===== config.mk =====
export PLATFORM = sky130hd
export DESIGN_NAME = bpu_lookup
export DESIGN_NICKNAME = d
export VERILOG_FILES = /design/src/hw/bpu_arch_pkg.sv /design/src/hw/bpu_table_pkg.sv /design/src/hw/bpu_lookup.sv
export SDC_FILE = /design/constraint.sdc
export NUM_CORES = 1
export LEC_CHECK = 0
export ABC_AREA = 1
export BUFFER_PORTS_ARGS = -buffer_cell sky130_fd_sc_hd__buf_2
export CAP_MARGIN = 10
export CORE_AREA = 4 4 134 136
export DETAILED_ROUTE_END_ITERATION = 8
export DIE_AREA = 0 0 138 140
export GPL_TIMING_DRIVEN = 0
export SKIP_LAST_GASP = 1
export SYNTH_ARGS = -nofsm -noshare
export SYNTH_HDL_FRONTEND = slang
export SYNTH_SLANG_ARGS = --single-unit

===== constraint.sdc =====
create_clock -name vclk -period 4.1
set_input_delay 0.82 -clock vclk [all_inputs]
set_output_delay 0.82 -clock vclk [all_outputs]
set_load 0.005 [all_outputs]

===== src/hw/bpu_arch_pkg.sv =====
// Fetch and ISA types
package bpu_arch_pkg;

  // byte address of an instruction
  typedef logic [31:0] pc_t;

  // pc without its two low bits
  typedef logic [29:0] waddr_t;

  // one bit per instruction of a fetch group
  typedef logic [3:0] slot_mask_t;

  // branch kind as stored in the BTB
  typedef logic [1:0] jump_type_t;

  localparam jump_type_t JT_DIRECT = 2'd0;
  localparam jump_type_t JT_CALL   = 2'd1;
  localparam jump_type_t JT_RETURN = 2'd2;

  localparam int GROUP_SLOTS = 4;  // aligned 16-byte group

endpackage


===== src/hw/bpu_table_pkg.sv =====
// BTB entry and counter definitions
package bpu_table_pkg;

  localparam int TAG_W = 10;

  typedef logic [TAG_W-1:0] tag_t;

  // 2-bit saturating direction counter
  typedef logic [1:0] ctr_t;

  localparam ctr_t CTR_MIN        = 2'd0;
  localparam ctr_t CTR_WEAK_TAKEN = 2'd2;  // new entries start here
  localparam ctr_t CTR_MAX        = 2'd3;

  // folds the upper pc bits into a short tag
  function automatic tag_t pc_tag(input bpu_arch_pkg::pc_t pc);
    tag_t tag;
    tag = pc[21:12] ^ pc[31:22];
    return tag;
  endfunction

  // taken when the counter is in the upper half
  function automatic logic ctr_taken(input ctr_t ctr);
    logic taken;
    taken = (ctr >= CTR_WEAK_TAKEN);
    return taken;
  endfunction

endpackage


===== src/hw/bpu_lookup.sv =====
// Fetch group prediction
`timescale 1ns/1ps

module bpu_lookup #(
  parameter int BTB_IDX_W = 9
) (
  input  bpu_arch_pkg::pc_t          pc,
  input  bpu_arch_pkg::slot_mask_t   rd_valid,
  input  bpu_table_pkg::tag_t        rd_tag    [bpu_arch_pkg::GROUP_SLOTS],
  input  bpu_arch_pkg::jump_type_t   rd_type   [bpu_arch_pkg::GROUP_SLOTS],
  input  bpu_arch_pkg::waddr_t       rd_target [bpu_arch_pkg::GROUP_SLOTS],
  input  bpu_table_pkg::ctr_t        rd_ctr    [bpu_arch_pkg::GROUP_SLOTS],
  input  bpu_arch_pkg::waddr_t       ras_top,
  output bpu_arch_pkg::pc_t          next_pc,
  output bpu_arch_pkg::slot_mask_t   pc_valid,
  output bpu_arch_pkg::slot_mask_t   pc_is_jump,
  output logic [BTB_IDX_W-1:0]       rd_idx    [bpu_arch_pkg::GROUP_SLOTS],
  output logic                       predict_push,
  output bpu_arch_pkg::waddr_t       predict_target
);
  import bpu_arch_pkg::*;
  import bpu_table_pkg::*;

  logic [BTB_IDX_W-1:0] base_idx;
  tag_t                 fetch_tag;
  slot_mask_t           group_mask;
  logic                 hit;
  logic [1:0]           hit_slot;

  assign base_idx  = {pc[BTB_IDX_W+1:4], 2'b00};  // first slot of the group
  assign fetch_tag = pc_tag(pc);

  always_comb
  begin
    for (int s = 0; s < GROUP_SLOTS; s++)
    begin
      rd_idx[s] = base_idx + BTB_IDX_W'(s);
    end
  end

  // slots at or after the fetch pc
  always_comb
  begin
    case (pc[3:2])
      2'b00:   group_mask = 4'b1111;
      2'b01:   group_mask = 4'b1110;
      2'b10:   group_mask = 4'b1100;
      default: group_mask = 4'b1000;
    endcase
  end

  // lowest qualifying slot wins
  always_comb
  begin
    hit      = 1'b0;
    hit_slot = 2'd0;
    for (int s = 0; s < GROUP_SLOTS; s++)
    begin
      if (!hit && group_mask[s] && rd_valid[s] && ctr_taken(rd_ctr[s]) &&
          rd_tag[s] == fetch_tag)
      begin
        hit      = 1'b1;
        hit_slot = 2'(s);
      end
    end
  end

  always_comb
  begin
    if (hit)
    begin
      pc_is_jump = slot_mask_t'(1) << hit_slot;
      pc_valid   = group_mask & (pc_is_jump | (pc_is_jump - 1'b1));  // up to the jump
      if (rd_type[hit_slot] == JT_RETURN)
        next_pc = {ras_top, 2'b00};
      else
        next_pc = {rd_target[hit_slot], 2'b00};
    end
    else
    begin
      pc_is_jump = '0;
      pc_valid   = group_mask;
      next_pc    = {pc[31:4] + 28'd1, 4'b0000};  // next aligned group
    end
  end

  assign predict_push   = hit;
  assign predict_target = next_pc[31:2];

endmodule


* Yosys cells after proc, flatten, opt, wreduce, memory -nomap -nowiden
Index checks and enable logic that the tools add are counted.
** Storage, ports and cells
- Logic and storage cells :: 59
- ROM bits :: 0
- Memory bits (writable) :: 0
- Input bits :: 242
- Bits in latches :: 0
- Memories kept :: 0
- Output and inout port bits :: 107
- Flip-flop bits (word level) :: 0
** Cells by class
- Magnitude comparators :: 5
- Eq/ne operators :: 7
- Muxes and demuxes :: 18
- Multiply operators :: 0
- Reduce and logical (&&, ||, !) cells :: 19
- Div/mod/pow operators :: 0
- Bitwise operators :: 4
- Shift operators :: 1
- $add $sub $neg :: 5
** Operators by type and width (count)
- $mux 32 :: 2
- $bmux 30 s2 :: 1
- $mux 30 :: 2
- $eq 10x10->1 :: 4
- $add 28x1->28 const B :: 1
- $add 9x2->9 const B :: 2
- $logic_and 1x1->1 :: 14
- $xor 10x10->10 :: 1
- $add 9x1->9 const B :: 1
- $pmux 3 s3 :: 1
- $ge 2x2->1 const B :: 4
- $mux 2 :: 4
- $mux 4 :: 2
- $mux 1 :: 5
- $and 4x4->4 :: 1
- $bmux 2 s2 :: 1
- $eq 2x2->1 const B :: 2
- $or 4x4->4 :: 1
- $shl 1x2->4 const A :: 1
- $sub 4x1->4 const B :: 1
- $ge 3x3->1 const B :: 1
- $logic_not 1->1 :: 3
- $not 2->3 :: 1
- $eq 2x1->1 const B :: 1
- 2 further kinds :: 2

* Depth between registers and ports, before layout
Gate-level depths: netlist of the first run.
- Depth after elaboration :: 31
- Depth in mapped cells :: 21
- Mapped depth without buffers :: 19

* Worst setup path before layout of the first run
No wires, ideal clock.
- Path type :: input to output
- Start point :: in pc[26]
- End point :: out predict_target[9]
- Arrival time :: 2.570 ns
- Data required time :: 3.280 ns
- Stages on the path :: 17
- Buffers on the path :: 3
- Setup slack :: 0.710 ns
- Cells stage by stage :: inv_1 -> nand2_1 -> nand2_2 -> xor2_1 -> and2_2 -> nand3_2 -> nor2_2 -> nand2_1 -> nand2_1 -> inv_1 -> nand3_2 -> buf_6 -> buf_4 -> nand3b_1 -> nand3_1 -> nand2_1 -> buf_4
** Between the ends
- Longest elaborated chain between the ends :: 29
- Elaborated cells on any way between the ends :: 38
- Those cells by class :: eq/ne: 5; mux: 15; bitwise: 2; reduce/logical: 16
** RTL lines
- from (decl) :: RTL line bpu_lookup.sv:7 : input bpu_arch_pkg::pc_t pc,
- $xor 10x10->10 * :: RTL line bpu_table_pkg.sv:18 : tag = pc[21:12] ^ pc[31:22];
- $eq 10x10->1 :: RTL line bpu_lookup.sv:60 : rd_tag[s] == fetch_tag)
- $logic_and 1x1->1 :: RTL line bpu_lookup.sv:59 : if (!hit && group_mask[s] && rd_valid[s] && ctr_taken(rd_ctr[s]) &&
- $mux 1 :: RTL line bpu_lookup.sv:59
- $logic_not 1->1 :: RTL line bpu_lookup.sv:59
- $logic_and 1x1->1 (4 in series) :: RTL line bpu_lookup.sv:59
- $mux 1 :: RTL line bpu_lookup.sv:59
- $logic_not 1->1 :: RTL line bpu_lookup.sv:59
- (+6 left out)
- $logic_and 1x1->1 (4 in series) :: RTL line bpu_lookup.sv:59
- $mux 2 :: RTL line bpu_lookup.sv:59
- $not 2->3 (not written as such) :: RTL line bpu_lookup.sv:74, bpu_lookup.sv:77
- $bmux 2 s2 :: RTL line bpu_lookup.sv:74 : if (rd_type[hit_slot] == JT_RETURN)
- $mux 2 (not written as such) (2 in series) :: RTL line bpu_lookup.sv:74
- $eq 2x2->1 :: RTL line bpu_lookup.sv:74
- $mux 32 :: RTL line bpu_lookup.sv:74
- $mux 32 * :: RTL line bpu_lookup.sv:70 : if (hit)
- to (decl) :: RTL line bpu_lookup.sv:19 : output bpu_arch_pkg::waddr_t predict_target
Every way passes the cells marked *; elsewhere a longest branch is shown, timed or not. The select of a mux whose other input is x is not followed.

* Final worst setup path of the first run
- Start point :: in pc[27]
- End point :: out predict_target[20]
Same word-level chain as after synthesis.

==> results of run 1 <==
==> per-stage QoR <==
step	instances	power, mW
after global routing	1513	0.6456
after CTS	1492	0.5337
after global placement	1492	0.5205
final	1513	0.5833
after detailed placement	1492	0.5244
after floorplan	934	0.2761
==> cell usage after synthesis (all sizes together) <==
cell type,number
inv,127
o21a,2
xnor2,1
nand3,104
nand2,379
and2,3
buf,92
nor3,9
ha,1
nor4,4
nand4,17
xor2,13
nand3b,34
nor2,108
or2,7
a31oi,1
o21ai,11
o211ai,1
a21oi,7
clkbuf,3
conb,2
==> report_power, final <==
part           internal (mW)    total [mW]  switching (mW)
Sequential                 0             0               0
Clock           0.0000000983  0.0000000983               0
Combinational          0.277         0.583           0.307
==> placed cells by master (no fill, tap or decap), types with 3 or more instances in the layout <==
cell type  count
nand3_2       15
inv_2          9
xor2_1        10
buf_6          9
nand4_1       15
a21oi_1        7
buf_4         96
clkbuf_2       3
xor2_2         3
diode_2        3
buf_8          4
nor2_2        11
inv_1        109
clkbuf_4       9
nor3_2         4
nor2_1        90
o21ai_1        4
nand2_2       47
or2_2          7
buf_2        323
nor4_1         4
nand2_1      320
conb_1        10
nand2_4       12
nor3_1         4
inv_4          7
nand3_1       87
nand3b_1      34
nor2_4         7
o21ai_0        7
==> layer usage <==
metal	routed length, µm	track usage, %	vias up
met4	272	3.120	0
met1	9663	27.36	2943
met2	11480	38.57	251
li1	-	-	3496
met5	0	0	-
met3	1550	3.653	21
==> critical path, stage by stage <==
cell and delay, ns:
buf_2 0.13, inv_1 0.08, nand2_1 0.11, nand2_2 0.10, nand2_1 0.10, nand4_1 0.09
nor2_1 0.16, nand3_2 0.20, inv_2 0.14, nor2_4 0.06, nand2_1 0.07, nand3_2 0.08
nor2_4 0.17, buf_8 0.17, clkbuf_16 0.15, nand3b_1 0.08, nand3_1 0.10, nand2_2 0.09
buf_4 0.14, buf_2 0.11
==> kinds of logic (layout without fill, tap and decap cells) <==
group                    Yosys count  count (layout)
AO/OA/AOI/OAI                     22              22
buffers and inverters            222             573
other                              2              13
XOR/XNOR                          14              14
adder cells (fa/ha/maj)            1               1
AND/OR/NAND/NOR                  665             665
==> how the worst max path moves through the flow <==
stage / from / to / slack (ns) / depth (start not counted)
detailed placement: pc[29] / predict_target[18] / -0.17 / 23
CTS: pc[23] / predict_target[18] / 0.006 / 23
finish: pc[27] / predict_target[20] / 0.12 / 20
floorplan: pc[26] / predict_target[9] / 0.71 / 17
global placement: pc[13] / predict_target[28] / -0.16 / 23
global route: pc[25] / predict_target[20] / -0.02 / 21
==> area by class of cell <==
cell class,count,area [µm²],share of cell area (%)
Multi-Input combinational cell,712,3610,51.32
Timing Repair Buffer,351,1869,26.57
Buffer,95,762.0,10.83
Inverter,127,504.2,7.168
Tap cell,225,281.5,4.002
Antenna cell,3,7.507,0.1067
==> what timing repair did <==
item | 4_1_cts | 5_1_grt
hold buffers | 0 | 0
gates resized for setup | 24 | 140
pin swaps | 0 | 25
endpoints found under the setup margin | 48 | 60
gates cloned | 0 | 3
buffers inserted | 0 | 15
==> out/metrics.cfg, run 1 <==
[outcome]
status=finished clean

[yosys]
synth_compound_area_share_pct=2.705
postSynthAreaPerCell_um2=4.745
ys_seq_area_share_pct=0
synth_top_family_by_area=simple AND/OR/NAND/NOR gates
synth_area_leaders=nand2_1 (31%), buf_4 (13%), nand3_1 (11%)
synth.distinct_cells=34
synthXorXnorAreaFrac_pct=2.961
syn_area_um2=4394
synthMuxAreaShare_pct=0
synth-simple-area-share_pct=67.06
synth_largest_area_cell=nand2_1
ys.warnings.count=0
synth_top_area_share_pct=31.26
synth_fa_ha_area_share_pct=0.2847
netlist_instances=926

[finish]
fill_cells=1971
seq_cell_count=0
drive_gt1_share_pct=44.90
area_growth_pct=60.08
fin_util_pct=41.53
nClkBuffers=0
fin_area_um2=7034
final-seq-area_um2=0
nets=1530

[placement]
io_buffers=333
post-place-ws_ns=-0.1680
detailed_place_hpwl_um=19900
placed_area_um2=6372
gp_congestion=0.9646

[routing]
first_pass_iters=5
vias=6711
wl_per_cell_um=15.18
drcViolationCount=0
wl_um=22970
antenna_left=0
drt-initial-drc-count=384
vias_per_cell=4.436

[floorplanning]
start_util_pct=25.95
rows=48
fp.dieH_um=140
die_w_um=138
die_area_um2=19320
io_pins=349
core_area_um2=16940

[sta]
period_minus_slack_ns=3.980
timing_hold_violations_final=0
finalMaxSlewViolations=0
setup_tns_ns=0
setup_viol=0
fin_crit_sh_pct=97.08
setup_ws_ns=0.1199
whs_ns=1.908
fmaxAchievable_mhz=251.2

[grt]
overflow=0
antenna_found_initial=3
grt_pass1_vias=6075
track_usage_pct=21.41
grt_pass1_wl_um=33740
grt_max_degree=11

[setup_path]
startpoint_type=input pin
arrival_ns=3.16
cp.required_ns=3.28
cp_max_fo=7
criticalPathCategory=input pin to output port
cp-end-kind=output port

[min_path]
hold_depth=3
hp-class=input pin to output port
whs_endpoint=pc_valid[1]
hp-start=pc[3]

[power]
p_leak_nw=4.249
power_density_nw_per_um2=82.92
vdd_drop_max_uv=38.39

[flow_run]
drv_cap=0

Note: power is estimated with default switching activity, not from simulation.
==> run 2: changes to the inputs <==
clock period = 3.6 ns   (was 4.1 ns; I/O delays follow)
==> run 2 against run 1 <==
Combinational power up 49%. Largest power group unchanged. Cell area up 27%. Total power up 49%. First-iteration DRC count up 1.3%. Count of clock-buffer cells in the layout unchanged. Worst hold slack worse by 0.19 ns. Setup slack worse by 0.16 ns. Flip-flop and latch count unchanged. The run now ends with setup timing left. Cell count up 3.4%. Via count up 8.3%. Global-route usage up 1.2 points.
==> out/metrics.cfg, run 2 (same netlist as run 1, synthesis figures left out) <==
[placement]
gp_congestion=0.9646  ; unchanged
detailed_place_hpwl_um=19900  ; unchanged
io_buffers=333  ; unchanged
post-place-cells=1492  ; unchanged

[routing]
vias_per_cell=4.648  ; +4.8%
antenna_left=0  ; unchanged
wl_um=25380  ; +10%
wl_per_cell_um=16.23  ; +6.9%
vias=7270  ; +8.3%
first_pass_iters=4  ; -1
drt-initial-drc-count=389  ; +1.3%
drcViolationCount=0  ; unchanged

[setup_path]
arrival_ns=2.92  ; -0.24 ns
cp_num_buf_inv=7  ; unchanged
cp_slowest_cell=clkbuf_16
cp_slowest_stage_delay_ns=0.18  ; -0.02 ns
criticalPathCategory=input pin to output port
startpoint_type=input pin
path_delay_family=simple AND/OR/NAND/NOR gates
cp-startpoint=pc[18]
cp-end-kind=output port
cp.required_ns=2.88  ; -0.40 ns
cp_max_fo=7  ; unchanged
worstPathCellList=buf_12, inv_4, nand2_4, nand2_4, nand2_2, and2_1, nand2_1, nor2_1, nand2_2, buf_6, nand3_4, nand2_4, nor2_4, nor2_4, buf_6, nand2_8, clkbuf_16, o21ai_2, nor2_4, buf_4, buf_2

[outcome]
status=finished, violations left
violations=setup timing

[min_path]
whs_endpoint=pc_valid[1]
hp-class=input pin to output port
hp-start=pc[3]
hold_depth=3  ; unchanged

[floorplanning]
start_util_pct=25.95  ; unchanged
io_pins=349  ; unchanged
fp.dieH_um=140  ; unchanged
core_area_um2=16940  ; unchanged
die_w_um=138  ; unchanged
rows=48  ; unchanged
die_area_um2=19320  ; unchanged

[sta]
period_minus_slack_ns=3.637
fin_crit_sh_pct=101.0
timing_hold_violations_final=0  ; unchanged
setup_viol=16  ; +16
slew_headroom_pct=65.53
finalMaxSlewViolations=0  ; unchanged
whs_ns=1.714  ; -0.1934 ns
worst_pin_slew_ns=0.5116
setup_ws_ns=-0.03732  ; -0.1572 ns
setup_tns_ns=-0.2551  ; -0.2551 ns
fmaxAchievable_mhz=274.9
rsz0062_at_grt=yes

[finish]
final-seq-area_um2=0  ; unchanged
layout_commonest_cell=buf_2
seq_cell_count=0  ; unchanged
drive_gt1_share_pct=59.28  ; +14 points
fill_cells=1698  ; -14%
area_growth_pct=103.2
finalNonFillerCells=1564  ; +3.4%
fin_util_pct=52.73  ; +11 points
final_cell_mix=buf_2 (301), nand2_1 (237), buf_4 (119)
nClkBuffers=0  ; unchanged
nets=1581  ; +3.3%

[power]
power_density_nw_per_um2=97.00  ; +17%
power_frac_seq_pct=0  ; unchanged
vdd_drop_max_uv=55.11  ; +44%
p_sw_share_pct=50.84  ; -1.7 points
internal-power_mw=0.4258  ; +54%
p_clk_share_pct=0  ; unchanged
power.net_switching_mw=0.4405  ; +44%
p_leak_nw=4.981  ; +17%
combPwrFrac_pct=100.0  ; about the same
finalPower_mw=0.8663  ; +49%

[grt]
grt_pass1_vias=6506  ; +7.1%
antenna_found_initial=3  ; unchanged
grt_pass1_wl_um=35710  ; +5.8%
track_usage_pct=22.63  ; +1.2 points
overflow=0  ; unchanged
grt_max_degree=20  ; +9

[cts]
ctsHoldBuffers=0  ; unchanged

[flow_run]
drv_cap=0  ; unchanged

run 2: cell type report:
type	count	area (µm²)	share of cell area [%]
antenna	3	7.507	0.08406
tap	225	281.5	3.152
multi-input combinational	712	4546	50.90
timing repair buffer	406	2708	30.32
inverter	127	584.3	6.542
buffer	91	804.5	9.008
run 2: power groups by stage:
stage,Clock (mW),Sequential (mW),Combinational (mW)
final,0.000000112,0,0.866
after global routing,0.000000112,0,0.937
after detailed placement,0,0,0.597
after CTS,0,0,0.690
after floorplan,0,0,0.314
after global placement,0,0,0.593
run 2: layer usage:
layer	track usage (%)	share of wire, %
met5	0	0
met4	4.316	1.3
met3	4.131	6.7
met2	41.57	52
met1	27.72	40
run 2: what timing repair did:
| item | in CTS | in global routing |
|---|---|---|
| gates cloned | 6 | 4 |
| setup buffers | 34 | 29 |
| setup endpoints to repair | 60 | 60 |
| pin swaps | 68 | 101 |
| gates resized for setup | 212 | 316 |
run 2: how the worst max path moves through the flow:
stage / end / slack, ns / cells past startpoint
after floorplan: predict_target[9] / 0.41 / 17
after global placement: predict_target[28] / -0.46 / 23
after detailed placement: predict_target[18] / -0.47 / 23
after CTS: predict_target[9] / -0.06 / 21
after global routing: predict_target[6] / -0.17 / 22
final: predict_target[1] / -0.04 / 21
run 2: metrics by stage:
stage	instance area (µm²)	setup WS (ns)
finish	8931	-0.03732
global route	8931	-0.1720
global placement	6372	-0.4624
floorplan	4424	0.4100
detailed placement	6372	-0.4680
CTS	7385	-0.06089
