**config.mk**
```make
export PLATFORM = sky130hd
export DESIGN_NAME = bpu_ras
export DESIGN_NICKNAME = d
export VERILOG_FILES = /design/src/hw/bpu_arch_pkg.sv /design/src/hw/bpu_ras.sv
export SDC_FILE = /design/constraint.sdc
export NUM_CORES = 1
export LEC_CHECK = 0
export ABC_CLOCK_PERIOD_IN_PS = 5560
export CORE_MARGIN = 2
export CORE_UTILIZATION = 40
export CTS_CLUSTER_SIZE = 8
export DETAILED_ROUTE_END_ITERATION = 8
export DONT_BUFFER_PORTS = 1
export PLACE_DENSITY_LB_ADDON = 0.1
export SYNTH_ARGS = -nofsm -noshare
export SYNTH_HDL_FRONTEND = slang
export SYNTH_SLANG_ARGS = --single-unit
export TNS_END_PERCENT = 100
```
**constraint.sdc**
```tcl
create_clock -name clk -period 5.56 [get_ports clk]
set_input_delay 0.834 -clock clk [delete_from_list [all_inputs] [get_ports clk]]
set_output_delay 0.834 -clock clk [all_outputs]
set_load 0.01 [all_outputs]
```
**src/hw/bpu_arch_pkg.sv**
```systemverilog
// Fetch and ISA types
package bpu_arch_pkg;

  // byte address of an instruction
  typedef logic [31:0] pc_t;

  // pc without its two low bits
  typedef logic [29:0] waddr_t;

  // one bit per instruction of a fetch group
  typedef logic [3:0] slot_mask_t;

  // branch kind as stored in the BTB
  typedef logic [1:0] jump_type_t;

  localparam jump_type_t JT_DIRECT = 2'd0;
  localparam jump_type_t JT_CALL   = 2'd1;
  localparam jump_type_t JT_RETURN = 2'd2;

  localparam int GROUP_SLOTS = 4;  // aligned 16-byte group

endpackage

```
**src/hw/bpu_ras.sv**
```systemverilog
// Return address stack
`timescale 1ns/1ps

module bpu_ras #(
  parameter int RAS_DEPTH = 8
) (
  input  logic                 clk,
  input  logic                 reset,
  input  logic                 call_1,
  input  logic                 ret_1,
  input  logic                 ret_mispredict_1,
  input  bpu_arch_pkg::pc_t    call_pc_1,
  input  logic                 call_2,
  input  logic                 ret_2,
  input  logic                 ret_mispredict_2,
  input  bpu_arch_pkg::pc_t    call_pc_2,
  output bpu_arch_pkg::waddr_t ras_top
);
  import bpu_arch_pkg::*;

  localparam int PTR_W = $clog2(RAS_DEPTH);

  waddr_t           stack_mem [RAS_DEPTH];
  logic [PTR_W-1:0] count;  // wraps and overwrites old entries
  logic [PTR_W-1:0] top_ptr;
  logic [1:0]       call;
  logic [1:0]       pop;
  pc_t              call_pc [2];

  assign call       = {call_2, call_1};
  assign pop        = {ret_2 && !ret_mispredict_2, ret_1 && !ret_mispredict_1};
  assign call_pc[0] = call_pc_1;
  assign call_pc[1] = call_pc_2;

  assign top_ptr = count - 1'b1;
  assign ras_top = stack_mem[top_ptr];

  always_ff @(posedge clk)
  begin
    if (reset)
    begin
      count <= '0;
    end
    else
    begin
      for (int n = 0; n < 2; n++)
      begin
        if (call[n])
          count <= count + 1'b1;
        else if (pop[n])
          count <= count - 1'b1;
      end
    end
  end

  always_ff @(posedge clk)
  begin
    for (int n = 0; n < 2; n++)
    begin
      if (call[n])
        stack_mem[count] <= call_pc[n][31:2] + 30'd1;  // return lands after the call
    end
  end

endmodule

```
# --- After elaboration in Yosys (flattened, before gate mapping) ---
# Memories as Yosys holds them, arrays and structs flattened.
# Cells that the tools add are included.
totals:
  regBits: 3
  ram_bits: 240
  inputBits: 72
  out_inout_bits: 30
  elab_cells: 21
  mem_count: 1
classes:
  addsub: 4
  muxes: 9
  bitwise_logic: 1
  n_reduce_logical: 5
memory_table:
  columns: ["name", "depth", "word_bits", "rd", "rd_ports_with_merged_regs", "wr", "line_no", "source"]
  rows:
  - ["stack_mem", 8, 30, 1, 0, 1, "bpu_ras.sv:23", "waddr_t stack_mem [RAS_DEPTH];"]
op_table:
  columns: ["op", "n"]
  rows:
  - ["$add A30 B1 Y30 const B", 2]
  - ["$mux W30", 1]
  - ["$mux W3", 4]
  - ["$mux W1", 4]
  - ["$reduce_bool A4 Y1", 1]
  - ["$add A3 B1 Y3 const B", 1]
  - ["$sub A3 B1 Y3 const B", 1]
  - ["$logic_and A1 B1 Y1", 2]
  - ["$logic_not A1 Y1", 2]
  - ["$or A1 B1 Y1", 1]

# --- Longest topological paths before layout ---
# Gate-level depths: netlist of run 1.
depth:
  word_depth: 6
  mapped_depth: 11
  ltp_nobuf: 7

# --- Worst setup path after synthesis of run 1 ---
# No wires, ideal clock.
synth_timing:
  path_type: "input -> register"
  startpoint: "input port call_2"
  endpoint: "memory stack_mem[0][0] (netlist bit), enable pin"
  setup_time_ns: 0.455
  t_arrival_ns: 3.717
  required_time_ns: 5.105
  setup_slack_ns: 1.388
  stages: 6
  n_path_buf: 4
  path_cell_list: "buf_6 > buf_4 > buf_2 > buf_4 > o21bai_1 > nor3_1"
synth_via:
  elab_chain_cells: 3
synth_rtl:
  columns: ["element", "line_no", "source"]
  rows:
  - ["from (decl)", "bpu_ras.sv:13", "input logic call_2,"]
  - ["$mux W1", "bpu_ras.sv:60", "if (call[n])"]
  - ["$mux W1 (implied by the code)", "bpu_ras.sv:61", "stack_mem[count] <= call_pc[n][31:2] + 30'd1;"]
  - ["$or A1 B1 Y1 (no line)", null, null]
  - ["to (decl)", "bpu_ras.sv:23", null]
# No other way between the ends.

# --- Worst setup path after layout of run 1 ---
layout_timing:
  startpoint: "register count[0]"
  endpoint: "output port ras_top[28]"
layout_via:
  elab_chain_cells: 2
layout_rtl:
  columns: ["element", "line_no", "source"]
  rows:
  - ["from (decl)", "bpu_ras.sv:24", "logic [PTR_W-1:0] count;"]
  - ["from (signal assigned)", "bpu_ras.sv:49", "count <= count + 1'b1;"]
  - ["from (signal assigned)", "bpu_ras.sv:51", "count <= count - 1'b1;"]
  - ["$sub A3 B1 Y3", "bpu_ras.sv:35", "assign top_ptr = count - 1'b1;"]
  - ["$mem_v2 Z8 W30", null, null]
  - ["to (decl)", "bpu_ras.sv:17", "output bpu_arch_pkg::waddr_t ras_top"]
# No other way between the ends.

==> results of run 1 <==
[flip-flops by register name, summed over array words and instances, names as in the netlist]
name       flops
count          3
stack_mem    240
[worst reg2reg max path, stage by stage (launching register included)]
cell and delay, ns:
dfxtp_4 0.58, buf_4 0.86, nand2_1 0.27, nor2_2 0.81, buf_4 0.49
[how the worst max path moves through the flow]
stage	startpoint	to	slack [ns]	cells after the start
after floorplan	call_2	stack_mem[0][0]$_DFFE_PP_	1.39	6
after global placement	count[0]$_SDFFE_PP0P_	ras_top[28]	1.76	5
after detailed placement	count[0]$_SDFFE_PP0P_	ras_top[28]	1.76	5
after CTS	count[0]$_SDFFE_PP0P_	ras_top[28]	1.23	5
after global routing	count[0]$_SDFFE_PP0P_	ras_top[28]	1.08	5
final	count[0]$_SDFFE_PP0P_	ras_top[28]	1.29	5
[cell families (layout without fill, tap and decap cells)]
logic type      after synthesis  count (layout)  synth area share (%)
simple gates                 96              96                  5.90
xor+xnor                     33              33                  2.73
compound gates               37              37                  2.58
fa+ha+maj                     4               4                 0.472
flops                       243             243                  68.5
buf+inv                      32              68                  1.55
mux                         114             114                  18.2
[stage by stage]
stage | instance area [sq um] | std cells
final | 12000 | 930
after global routing | 12000 | 930
after CTS | 12000 | 930
after detailed placement | 11000 | 883
after global placement | 11000 | 883
after floorplan | 10600 | 559
[synth_stat cells, types with 2 or more instances]
cell type / instances / share of area (%)
nand4_1: 4 / 0.24
inv_1: 7 / 0.25
or3_1: 2 / 0.12
nand3b_1: 3 / 0.21
o21ai_1: 3 / 0.14
nand2b_1: 2 / 0.12
nor3_1: 5 / 0.24
clkbuf_1: 10 / 0.35
buf_4: 2 / 0.14
xor2_1: 12 / 0.99
mux2_2: 34 / 3.6
and2_1: 2 / 0.12
and3_1: 4 / 0.24
nor4_2: 3 / 0.35
nor4b_2: 3 / 0.42
mux2i_1: 20 / 1.9
nor2_1: 16 / 0.57
xnor2_1: 21 / 1.7
nand4_4: 4 / 0.80
dfxtp_1: 3 / 0.57
mux4_2: 60 / 13
nand3_1: 14 / 0.66
nand4b_1: 2 / 0.17
a21oi_1: 10 / 0.47
edfxtp_1: 240 / 68
a32o_1: 5 / 0.47
nand3_2: 2 / 0.19
o21ai_0: 8 / 0.38
nor2b_1: 7 / 0.41
nand2_1: 21 / 0.74
buf_2: 8 / 0.38
buf_6: 3 / 0.32
ha_1: 4 / 0.47
a32oi_1: 2 / 0.17
[cell type report]
type	instances	area (sq um)	area share [%]
Multi-Input combinational cell	284	3220	26.7
Clock buffer	44	952	7.91
Sequential cell	243	7270	60.4
Clock inverter	3	47.5	0.395
Tap cell	335	419	3.48
Inverter	7	26.3	0.218
Timing Repair Buffer	14	105	0.873
[per-layer routing]
metal	wire, um	share of wire, %	vias to the layer above
met5	0	0	-
met4	752	3.1	0
met3	1240	5.1	43
met2	12300	50	129
met1	10200	42	2814
li1	-	-	2329
[power by group]
group | total (mW) | switching, mW | internal (mW)
Sequential | 2.21 | 0.0346 | 2.18
Clock | 1.95 | 0.716 | 1.23
Combinational | 0.761 | 0.446 | 0.315
Total | 4.92 | 1.20 | 3.72
==> results.toml, run 1 <==
[clocking]
cts_hold_buf = 0
cts_resized = 0
cts_tree = "yes"
clock-sinks = 243
root_buffer = "clkbuf_16"
cts_buffers = 36
clk_pin_slew_worst_paths_ns = 0.06
htreeDepth = 2
clk_latency_ns = 0.51
cts_setup_buffers = 0
cts_max_path_buffers = 3

[layout]
final_cell_mix = "240 x edfxtp_1, 60 x mux4_2, 37 x clkbuf_16, 34 x mux2_2"
drive_gt1_share_pct = 29.7
fillers = 2184
areaGrowthSynthToFinish_pct = 13.5
final_core_util_pct = 46.2
final_common_cell = "edfxtp_1"
layout.nets = 662
antennaDiodeCount = 0

[synthesis]
syn-mean-instance-area_sq_um = 19.0
async_flop_share_pct = 0
synth_area_sq_um = 10600
synth_cell_types = 47
synthFlopType = "edfxtp_1"
synth_fp_nets = 635
synth-edff-count = 240
ys_seq_area_share_pct = 68.5
yosys_register_bits = 243
yosysWarnings = 0
syn_inst = 559

[pwr]
p_leak_nw = 3.77
power_density_nw_per_um2 = 408
peakVddDrop_mv = 0.190
power_mw = 4.92

[sta]
finalWorstPathRequiredPeriod_ns = 4.27
hold_viol_final = 0
rsz0062_at_grt = "no"
setup_viol = 0
slew_viol_final = 0
setup_ws_ns = 1.29
clock.fmax_mhz = 234
slew_headroom_pct = 31.6
tns_ns = 0
finClkSkew_ns = 0.0168
hold_slack_ns = 0.386
worstMarginPinSlew_ns = 1.03
period_share_pct = 76.8

[detailed_routing]
drc = 0
vias = 5315
via_per_inst = 5.72
postRouteWirelength_mm = 24.5
wire_per_inst_um = 26.4
drtIter0Drc = 371
ant_nets = 0
drt_first_pass_iters = 4

[setup_path]
worstSetupEndpointType = "output pin"
crit_fanout = 33
path_buf_inv = 2
cp_cell_sequence = "inv_1 -> ha_2 -> buf_4 -> mux4_2 -> mux2_2"
reg2reg_depth = 4
crit_type = "register to output pin"
slowest_stage = "ha_2"
r2r_slack_ns = 2.20
critPathMaxStageDelay_ns = 0.95
cp.arrival_ns = 3.44
reg2reg_from = "count[0]$_SDFFE_PP0P_"
cp_data_required_time_ns = 4.73
cp_top_family = "adder cells"
reg2reg_to = "stack_mem[1][15]$_DFFE_PP_"
start_kind = "register"

[floorplan]
core_sq_um = 26100
die_h_um = 167
start_util_pct = 40.7
boundaryPins = 102
rows = 59
die-area_sq_um = 27800
die_w_um = 167

[grt]
antenna_found_initial = 0
use_met3_pct = 4.47
track_usage_pct = 17.9
grt_max_degree = 78
use_met1_pct = 22.3
grt_pass1_vias = 5798
grt_use_met2_pct = 30.1
grt_pass1_wl_mm = 36.5
overflow = 0
top_usage_layer = "met2"

[hold_path]
hp-start = "reset"
holdPathEnd = "count[0]$_SDFFE_PP0P_"
whs_path_depth = 1
hold_path_class = "input pin to register"

[placed_design]
place.gp.congestion = 0.757
dp_hpwl_mm = 15.5
portBuffers = 0
dp_slack_ns = 1.76

[status]
status = "completed"

[job]
max_cap_violations = 0
No activity file was read; power rests on OpenSTA's default activity.
==> inputs of run 2 (changes only) <==
Settings changed: ABC_AREA set to 1, ABC_CLOCK_PERIOD_IN_PS 5560 to 3400.
Clock period 5.56 ns to 3.4 ns, I/O delays scaled along.
==> results.toml, run 2 <==
[clocking]
clk_latency_ns = 0.50
root_buffer = "clkbuf_16"
cts_tree = "yes"
clk_pin_slew_worst_paths_ns = 0.05
cts_resized = 0
cts_max_path_buffers = 3
cts_setup_buffers = 0
clock-sinks = 243
cts_buffers = 36
cts_hold_buf = 0
htreeDepth = 2

[pwr]
power_density_nw_per_um2 = 668
p_leak_nw = 4.40
p_sw_share_pct = 27.2
peakVddDrop_mv = 0.300
switchingPower_mw = 2.27
p_int_mw = 6.07
clockPowerShare_pct = 37.1
power_frac_comb_pct = 20.0
seq_power_share_pct = 43.0

[synthesis]
synth_commonest_cells = "252 x nor2_1, 240 x edfxtp_1, 174 x nand2_1, 124 x o21ai_0, 38 x clkbuf_1"
async_flop_share_pct = 0
syn_inst = 1012
yosysWarnings = 0
yosys.area.top_type = "edfxtp_1"
yosysMostFrequentCell = "nor2_1"
synthFlopType = "edfxtp_1"
yosys_register_bits = 243
synth_cell_types = 28
ys_seq_area_share_pct = 67.4
synth_area_sq_um = 10800
syn-mean-instance-area_sq_um = 10.7
yosysTopAreaCellShare_pct = 66.9
synth_fp_nets = 1088
synth-edff-count = 240
ys_top_cells_by_area = "edfxtp_1 67%, nor2_1 8.8%, nand2_1 6.1%"

[setup_path]
crit_fanout = 60
cp_data_required_time_ns = 2.89
reg2reg_to = "stack_mem[7][14]$_DFFE_PP_"
worstSetupEndpointType = "output pin"
slowest_stage = "dfxtp_1"
r2r_slack_ns = 1.14
critPathMaxStageDelay_ns = 0.40
reg2reg_depth = 4
cp_top_family = "compound AO/OA/AOI/OAI gates"
cp.arrival_ns = 2.61
path_buf_inv = 3
crit_type = "register to output pin"
start_kind = "register"
reg2reg_from = "count[0]$_SDFFE_PP0P_"
cp_cell_sequence = "inv_1 -> ha_2 -> buf_12 -> o21ai_0 -> o22ai_1 -> nor2_1 -> a31oi_1 -> buf_4"

[floorplan]
boundaryPins = 102
core_sq_um = 26700
die-area_sq_um = 28300
die_w_um = 168
die_h_um = 168
start_util_pct = 40.3
rows = 60

[placed_design]
dp_hpwl_mm = 14.1
place.gp.congestion = 0.789
portBuffers = 0

[sta]
worstMarginPinSlew_ns = 0.729
slew_headroom_pct = 51.2
finalWorstPathRequiredPeriod_ns = 3.12
period_share_pct = 91.8
rsz0062_at_grt = "no"
hold_viol_final = 0
clock.fmax_mhz = 320
tns_ns = 0
finClkSkew_ns = 0.0213
slew_viol_final = 0
setup_viol = 0

[hold_path]
hp-start = "reset"
whs_path_depth = 1
hold_path_class = "input pin to register"
holdPathEnd = "count[2]$_SDFFE_PP0P_"

[layout]
multi_input_area_sq_um = 3200
final_common_cell = "nor2_1"
drive_gt1_share_pct = 13.2
largest_reg_flops = 240
largest-register = "stack_mem"
layout.area.seq_sq_um = 7270
final_cell_mix = "244 x nor2_1, 240 x edfxtp_1, 174 x nand2_1, 124 x o21ai_0, 41 x buf_4"
fillers = 2468
areaGrowthSynthToFinish_pct = 15.9
final_core_util_pct = 46.7
layout.nets = 1123
top_regs = "stack_mem (240), count (3)"

[detailed_routing]
drt_first_pass_iters = 5
via_per_inst = 5.15
wire_per_inst_um = 18.1
drc = 0
ant_nets = 0
vias = 7199
drtIter0Drc = 476
postRouteWirelength_mm = 25.2

[grt]
track_usage_pct = 18.2
grt_max_degree = 125
grt_pass1_wl_mm = 39.2
grt_pass1_vias = 6900
overflow = 0
antenna_found_initial = 0

[job]
max_cap_violations = 0

[status]
status = "completed"
-- run 2: cell types whose count changed after synthesis, moves of 14 or more --
cell      change
xnor2_1      -15
mux2_2       -34
a31oi_1      +30
o22ai_1      +30
mux4_2       -60
mux2i_1      -20
nor2_1      +236
nand2_2      +14
nand2_1     +153
o21ai_0     +116
clkbuf_1     +28
inv_1        +17
-- run 2: kinds of logic (layout without fill, tap and decap cells) --
logic type,Yosys count,after routing,synth area share [%]
xor gates and xnor gates,18,18,1.46
DFF,243,243,67.4
adders and majority gates,4,4,0.464
AOI/OAI and AO/OA,189,189,9.50
and+or+nand+nor,473,473,17.7
buffers and inverters,85,128,3.42
other,0,1,0
-- run 2: how the worst max path moves through the flow --
| stage | from | endpoint | slack (ns) | cells after the start |
|---|---|---|---|---|
| after floorplan | count[0]$_SDFFE_PP0P_ | stack_mem[1][0]$_DFFE_PP_ | 0.65 | 5 |
| after global placement | count[1]$_SDFFE_PP0P_ | ras_top[26] | 0.80 | 8 |
| after detailed placement | count[1]$_SDFFE_PP0P_ | ras_top[26] | 0.79 | 8 |
| after CTS | count[1]$_SDFFE_PP0P_ | ras_top[26] | 0.24 | 8 |
| after global routing | count[1]$_SDFFE_PP0P_ | ras_top[26] | 0.16 | 8 |
| final | count[1]$_SDFFE_PP0P_ | ras_top[26] | 0.28 | 8 |
-- run 2: cell type report --
cell class	count	share of cell area [%]
sequential	243	58.2
multi-input combinational	684	25.7
clock buffer	43	7.60
timing repair buffer	50	3.91
tap	341	3.42
inverter	32	0.972
clock inverter	3	0.200
antenna	1	0.0200
-- run 2: power by group through the flow --
| stage | clock network (mW) | logic [mW] | registers (mW) |
|---|---|---|---|
| 2_1_floorplan | 0 | 0.983 | 3.63 |
| 3_3_place_gp | 0 | 1.69 | 3.64 |
| 3_5_place_dp | 0 | 1.70 | 3.64 |
| 4_1_cts | 3.16 | 1.70 | 3.59 |
| 5_1_grt | 3.29 | 1.85 | 3.60 |
| 6_report | 3.09 | 1.67 | 3.59 |
-- run 2: worst register-to-register path, stage by stage, from the launching register on --
cell     delay (ns)
dfxtp_4        0.36
buf_12         0.40
nand2_1        0.36
nor2_4         0.55
buf_4          0.28
-- run 2: per-layer routing --
metal	global-route usage, %	part of all wire [%]
met5	0	0
met4	5.40	2.0
met3	2.56	5.3
met2	29.8	46
met1	25.4	46
-- run 2: per-stage QoR --
step	instances	hold slack [ns]	setup WS (ns)	instance area, sq um	total power, mW
floorplan	1012	0.553	0.654	10800	4.62
global placement	1350	0.569	0.803	11500	5.33
detailed placement	1350	0.577	0.786	11500	5.34
CTS	1396	0.0621	0.239	12500	8.44
global route	1396	0.0634	0.156	12500	8.73
finish	1397	0.0756	0.279	12500	8.34
==> inputs of run 3 (changes only) <==
Settings changed: BUFFER_PORTS_ARGS set to -buffer_cell sky130_fd_sc_hd__buf_2, CORE_UTILIZATION 40 to 45, DONT_BUFFER_PORTS 1 to unset.
==> results.toml, run 3 (synthesis gave the netlist of run 2 again) <==
[status]
status = "completed"

[clocking]
cts_max_path_buffers = 3
cts_tree = "yes"
clock-sinks = 243
clk_pin_slew_worst_paths_ns = 0.04
cts_hold_buf = 0
htreeDepth = 2
root_buffer = "clkbuf_16"
cts_buffers = 36
cts_setup_buffers = 0
clk_latency_ns = 0.48

[layout]
final_common_cell = "nor2_1"
layout.nets = 1194
multi_input_area_sq_um = 3200
drive_gt1_share_pct = 18.5
largest_reg_flops = 240
fillers = 2051
areaGrowthSynthToFinish_pct = 18.0
stdcell_count = 1443
antennaDiodeCount = 0
layout.area.seq_sq_um = 7270
largest-register = "stack_mem"
top_regs = "stack_mem (240), count (3)"
final_cell_mix = "244 x nor2_1, 240 x edfxtp_1, 174 x nand2_1, 124 x o21ai_0, 97 x buf_2"

[setup_path]
worstSetupEndpointType = "output pin"
crit_type = "register to output pin"
reg2reg_from = "count[0]$_SDFFE_PP0P_"
crit_fanout = 46
start_kind = "register"
startpoint = "count[0]$_SDFFE_PP0P_"
cp_data_required_time_ns = 2.89
cp.arrival_ns = 2.61

[sta]
slew_headroom_pct = 48.9
setup_viol = 0
rsz0062_at_grt = "no"
clock.fmax_mhz = 320
period_share_pct = 91.9
slew_viol_final = 0
hold_viol_final = 0
tns_ns = 0
worstMarginPinSlew_ns = 0.765
finalWorstPathRequiredPeriod_ns = 3.12
finClkSkew_ns = 0.00884

[detailed_routing]
via_per_inst = 5.14
drc = 0
drtIter0Drc = 631
ant_nets = 0
drt_first_pass_iters = 5
vias = 7419
wire_per_inst_um = 17.3
postRouteWirelength_mm = 25.0

[grt]
antenna_found_initial = 0
track_usage_pct = 19.8
grt_max_degree = 59
grt_pass1_wl_mm = 39.0
overflow = 0
grt_pass1_vias = 7072

[placed_design]
portBuffers = 97
place.gp.congestion = 0.816
dp_cells = 1399
dp_hpwl_mm = 14.5

[hold_path]
hold_path_class = "input pin to register"
hp-start = "reset"

[floorplan]
die_w_um = 159
core_sq_um = 23500
rows = 56
die_h_um = 159
die-area_sq_um = 25200
boundaryPins = 102
start_util_pct = 45.9

[pwr]
power_frac_comb_pct = 19.6
clockPowerShare_pct = 36.8
power_density_nw_per_um2 = 648
p_leak_nw = 4.64
p_sw_share_pct = 27.2
switchingPower_mw = 2.24
peakVddDrop_mv = 0.286
p_int_mw = 6.01
power_mw = 8.25
seq_power_share_pct = 43.5

[job]
max_cap_violations = 0
-- run 3: final timing paths --
path | slack [ns] | to | cells after the start
setup / recovery | 0.28 | ras_top[7] | 8
hold / removal | 0.19 | count[2]$_SDFFE_PP0P_ | 2
setup reg to reg | 1.55 | stack_mem[4][6]$_DFFE_PP_ | 4
hold reg to reg | 0.58 | count[2]$_SDFFE_PP0P_ | 2
-- run 3: cell type report --
class                      instances  share of cell area (%)
clock buffer                      43                    7.45
clock inverter                     1                  0.0590
inverter                          32                    1.00
multi-input combinational        684                    25.2
sequential                       243                    57.1
tap                              319                    3.14
timing repair buffer             121                    6.01
-- run 3: power groups by stage --
stage	logic (mW)	clock network [mW]	registers [mW]
after floorplan	0.983	0	3.63
after global placement	1.61	0	3.64
after detailed placement	1.62	0	3.65
after CTS	1.63	3.09	3.59
after global routing	1.80	3.21	3.60
final	1.62	3.04	3.59
-- run 3: per-stage QoR --
stage | hold slack [ns] | utilization, % | cell area (sq um) | setup WS, ns
2_1_floorplan | 0.553 | - | 10800 | 0.654
3_3_place_gp | 0.551 | 50.1 | 11700 | 0.452
3_5_place_dp | 0.573 | 50.1 | 11700 | 0.440
4_1_cts | 0.183 | 54.2 | 12700 | 0.0564
5_1_grt | 0.193 | 54.2 | 12700 | 0.152
6_report | 0.193 | 54.2 | 12700 | 0.275
-- run 3: routing by layer --
layer / part of all wire, % / vias up / global-route usage [%]
li1: - / 3691 / -
met3: 5.4 / 30 / 2.95
met2: 46 / 217 / 32.0
met1: 47 / 3481 / 27.8
met5: 0 / - / 0
met4: 1.8 / 0 / 5.92
-- run 3: worst max-delay path, stage by stage, from the launching register on --
cell,delay (ns)
dfxtp_4,0.45
inv_4,0.12
ha_2,0.20
xnor2_1,0.16
inv_2,0.31
buf_12,0.30
nor2_1,0.08
a31oi_1,0.28
buf_2,0.20
-- run 3: what timing repair did --
item / CTS / global route
endpoints found under the setup margin: 7 / 9
gates cloned: 0 / 0
gates resized for setup: 2 / 4
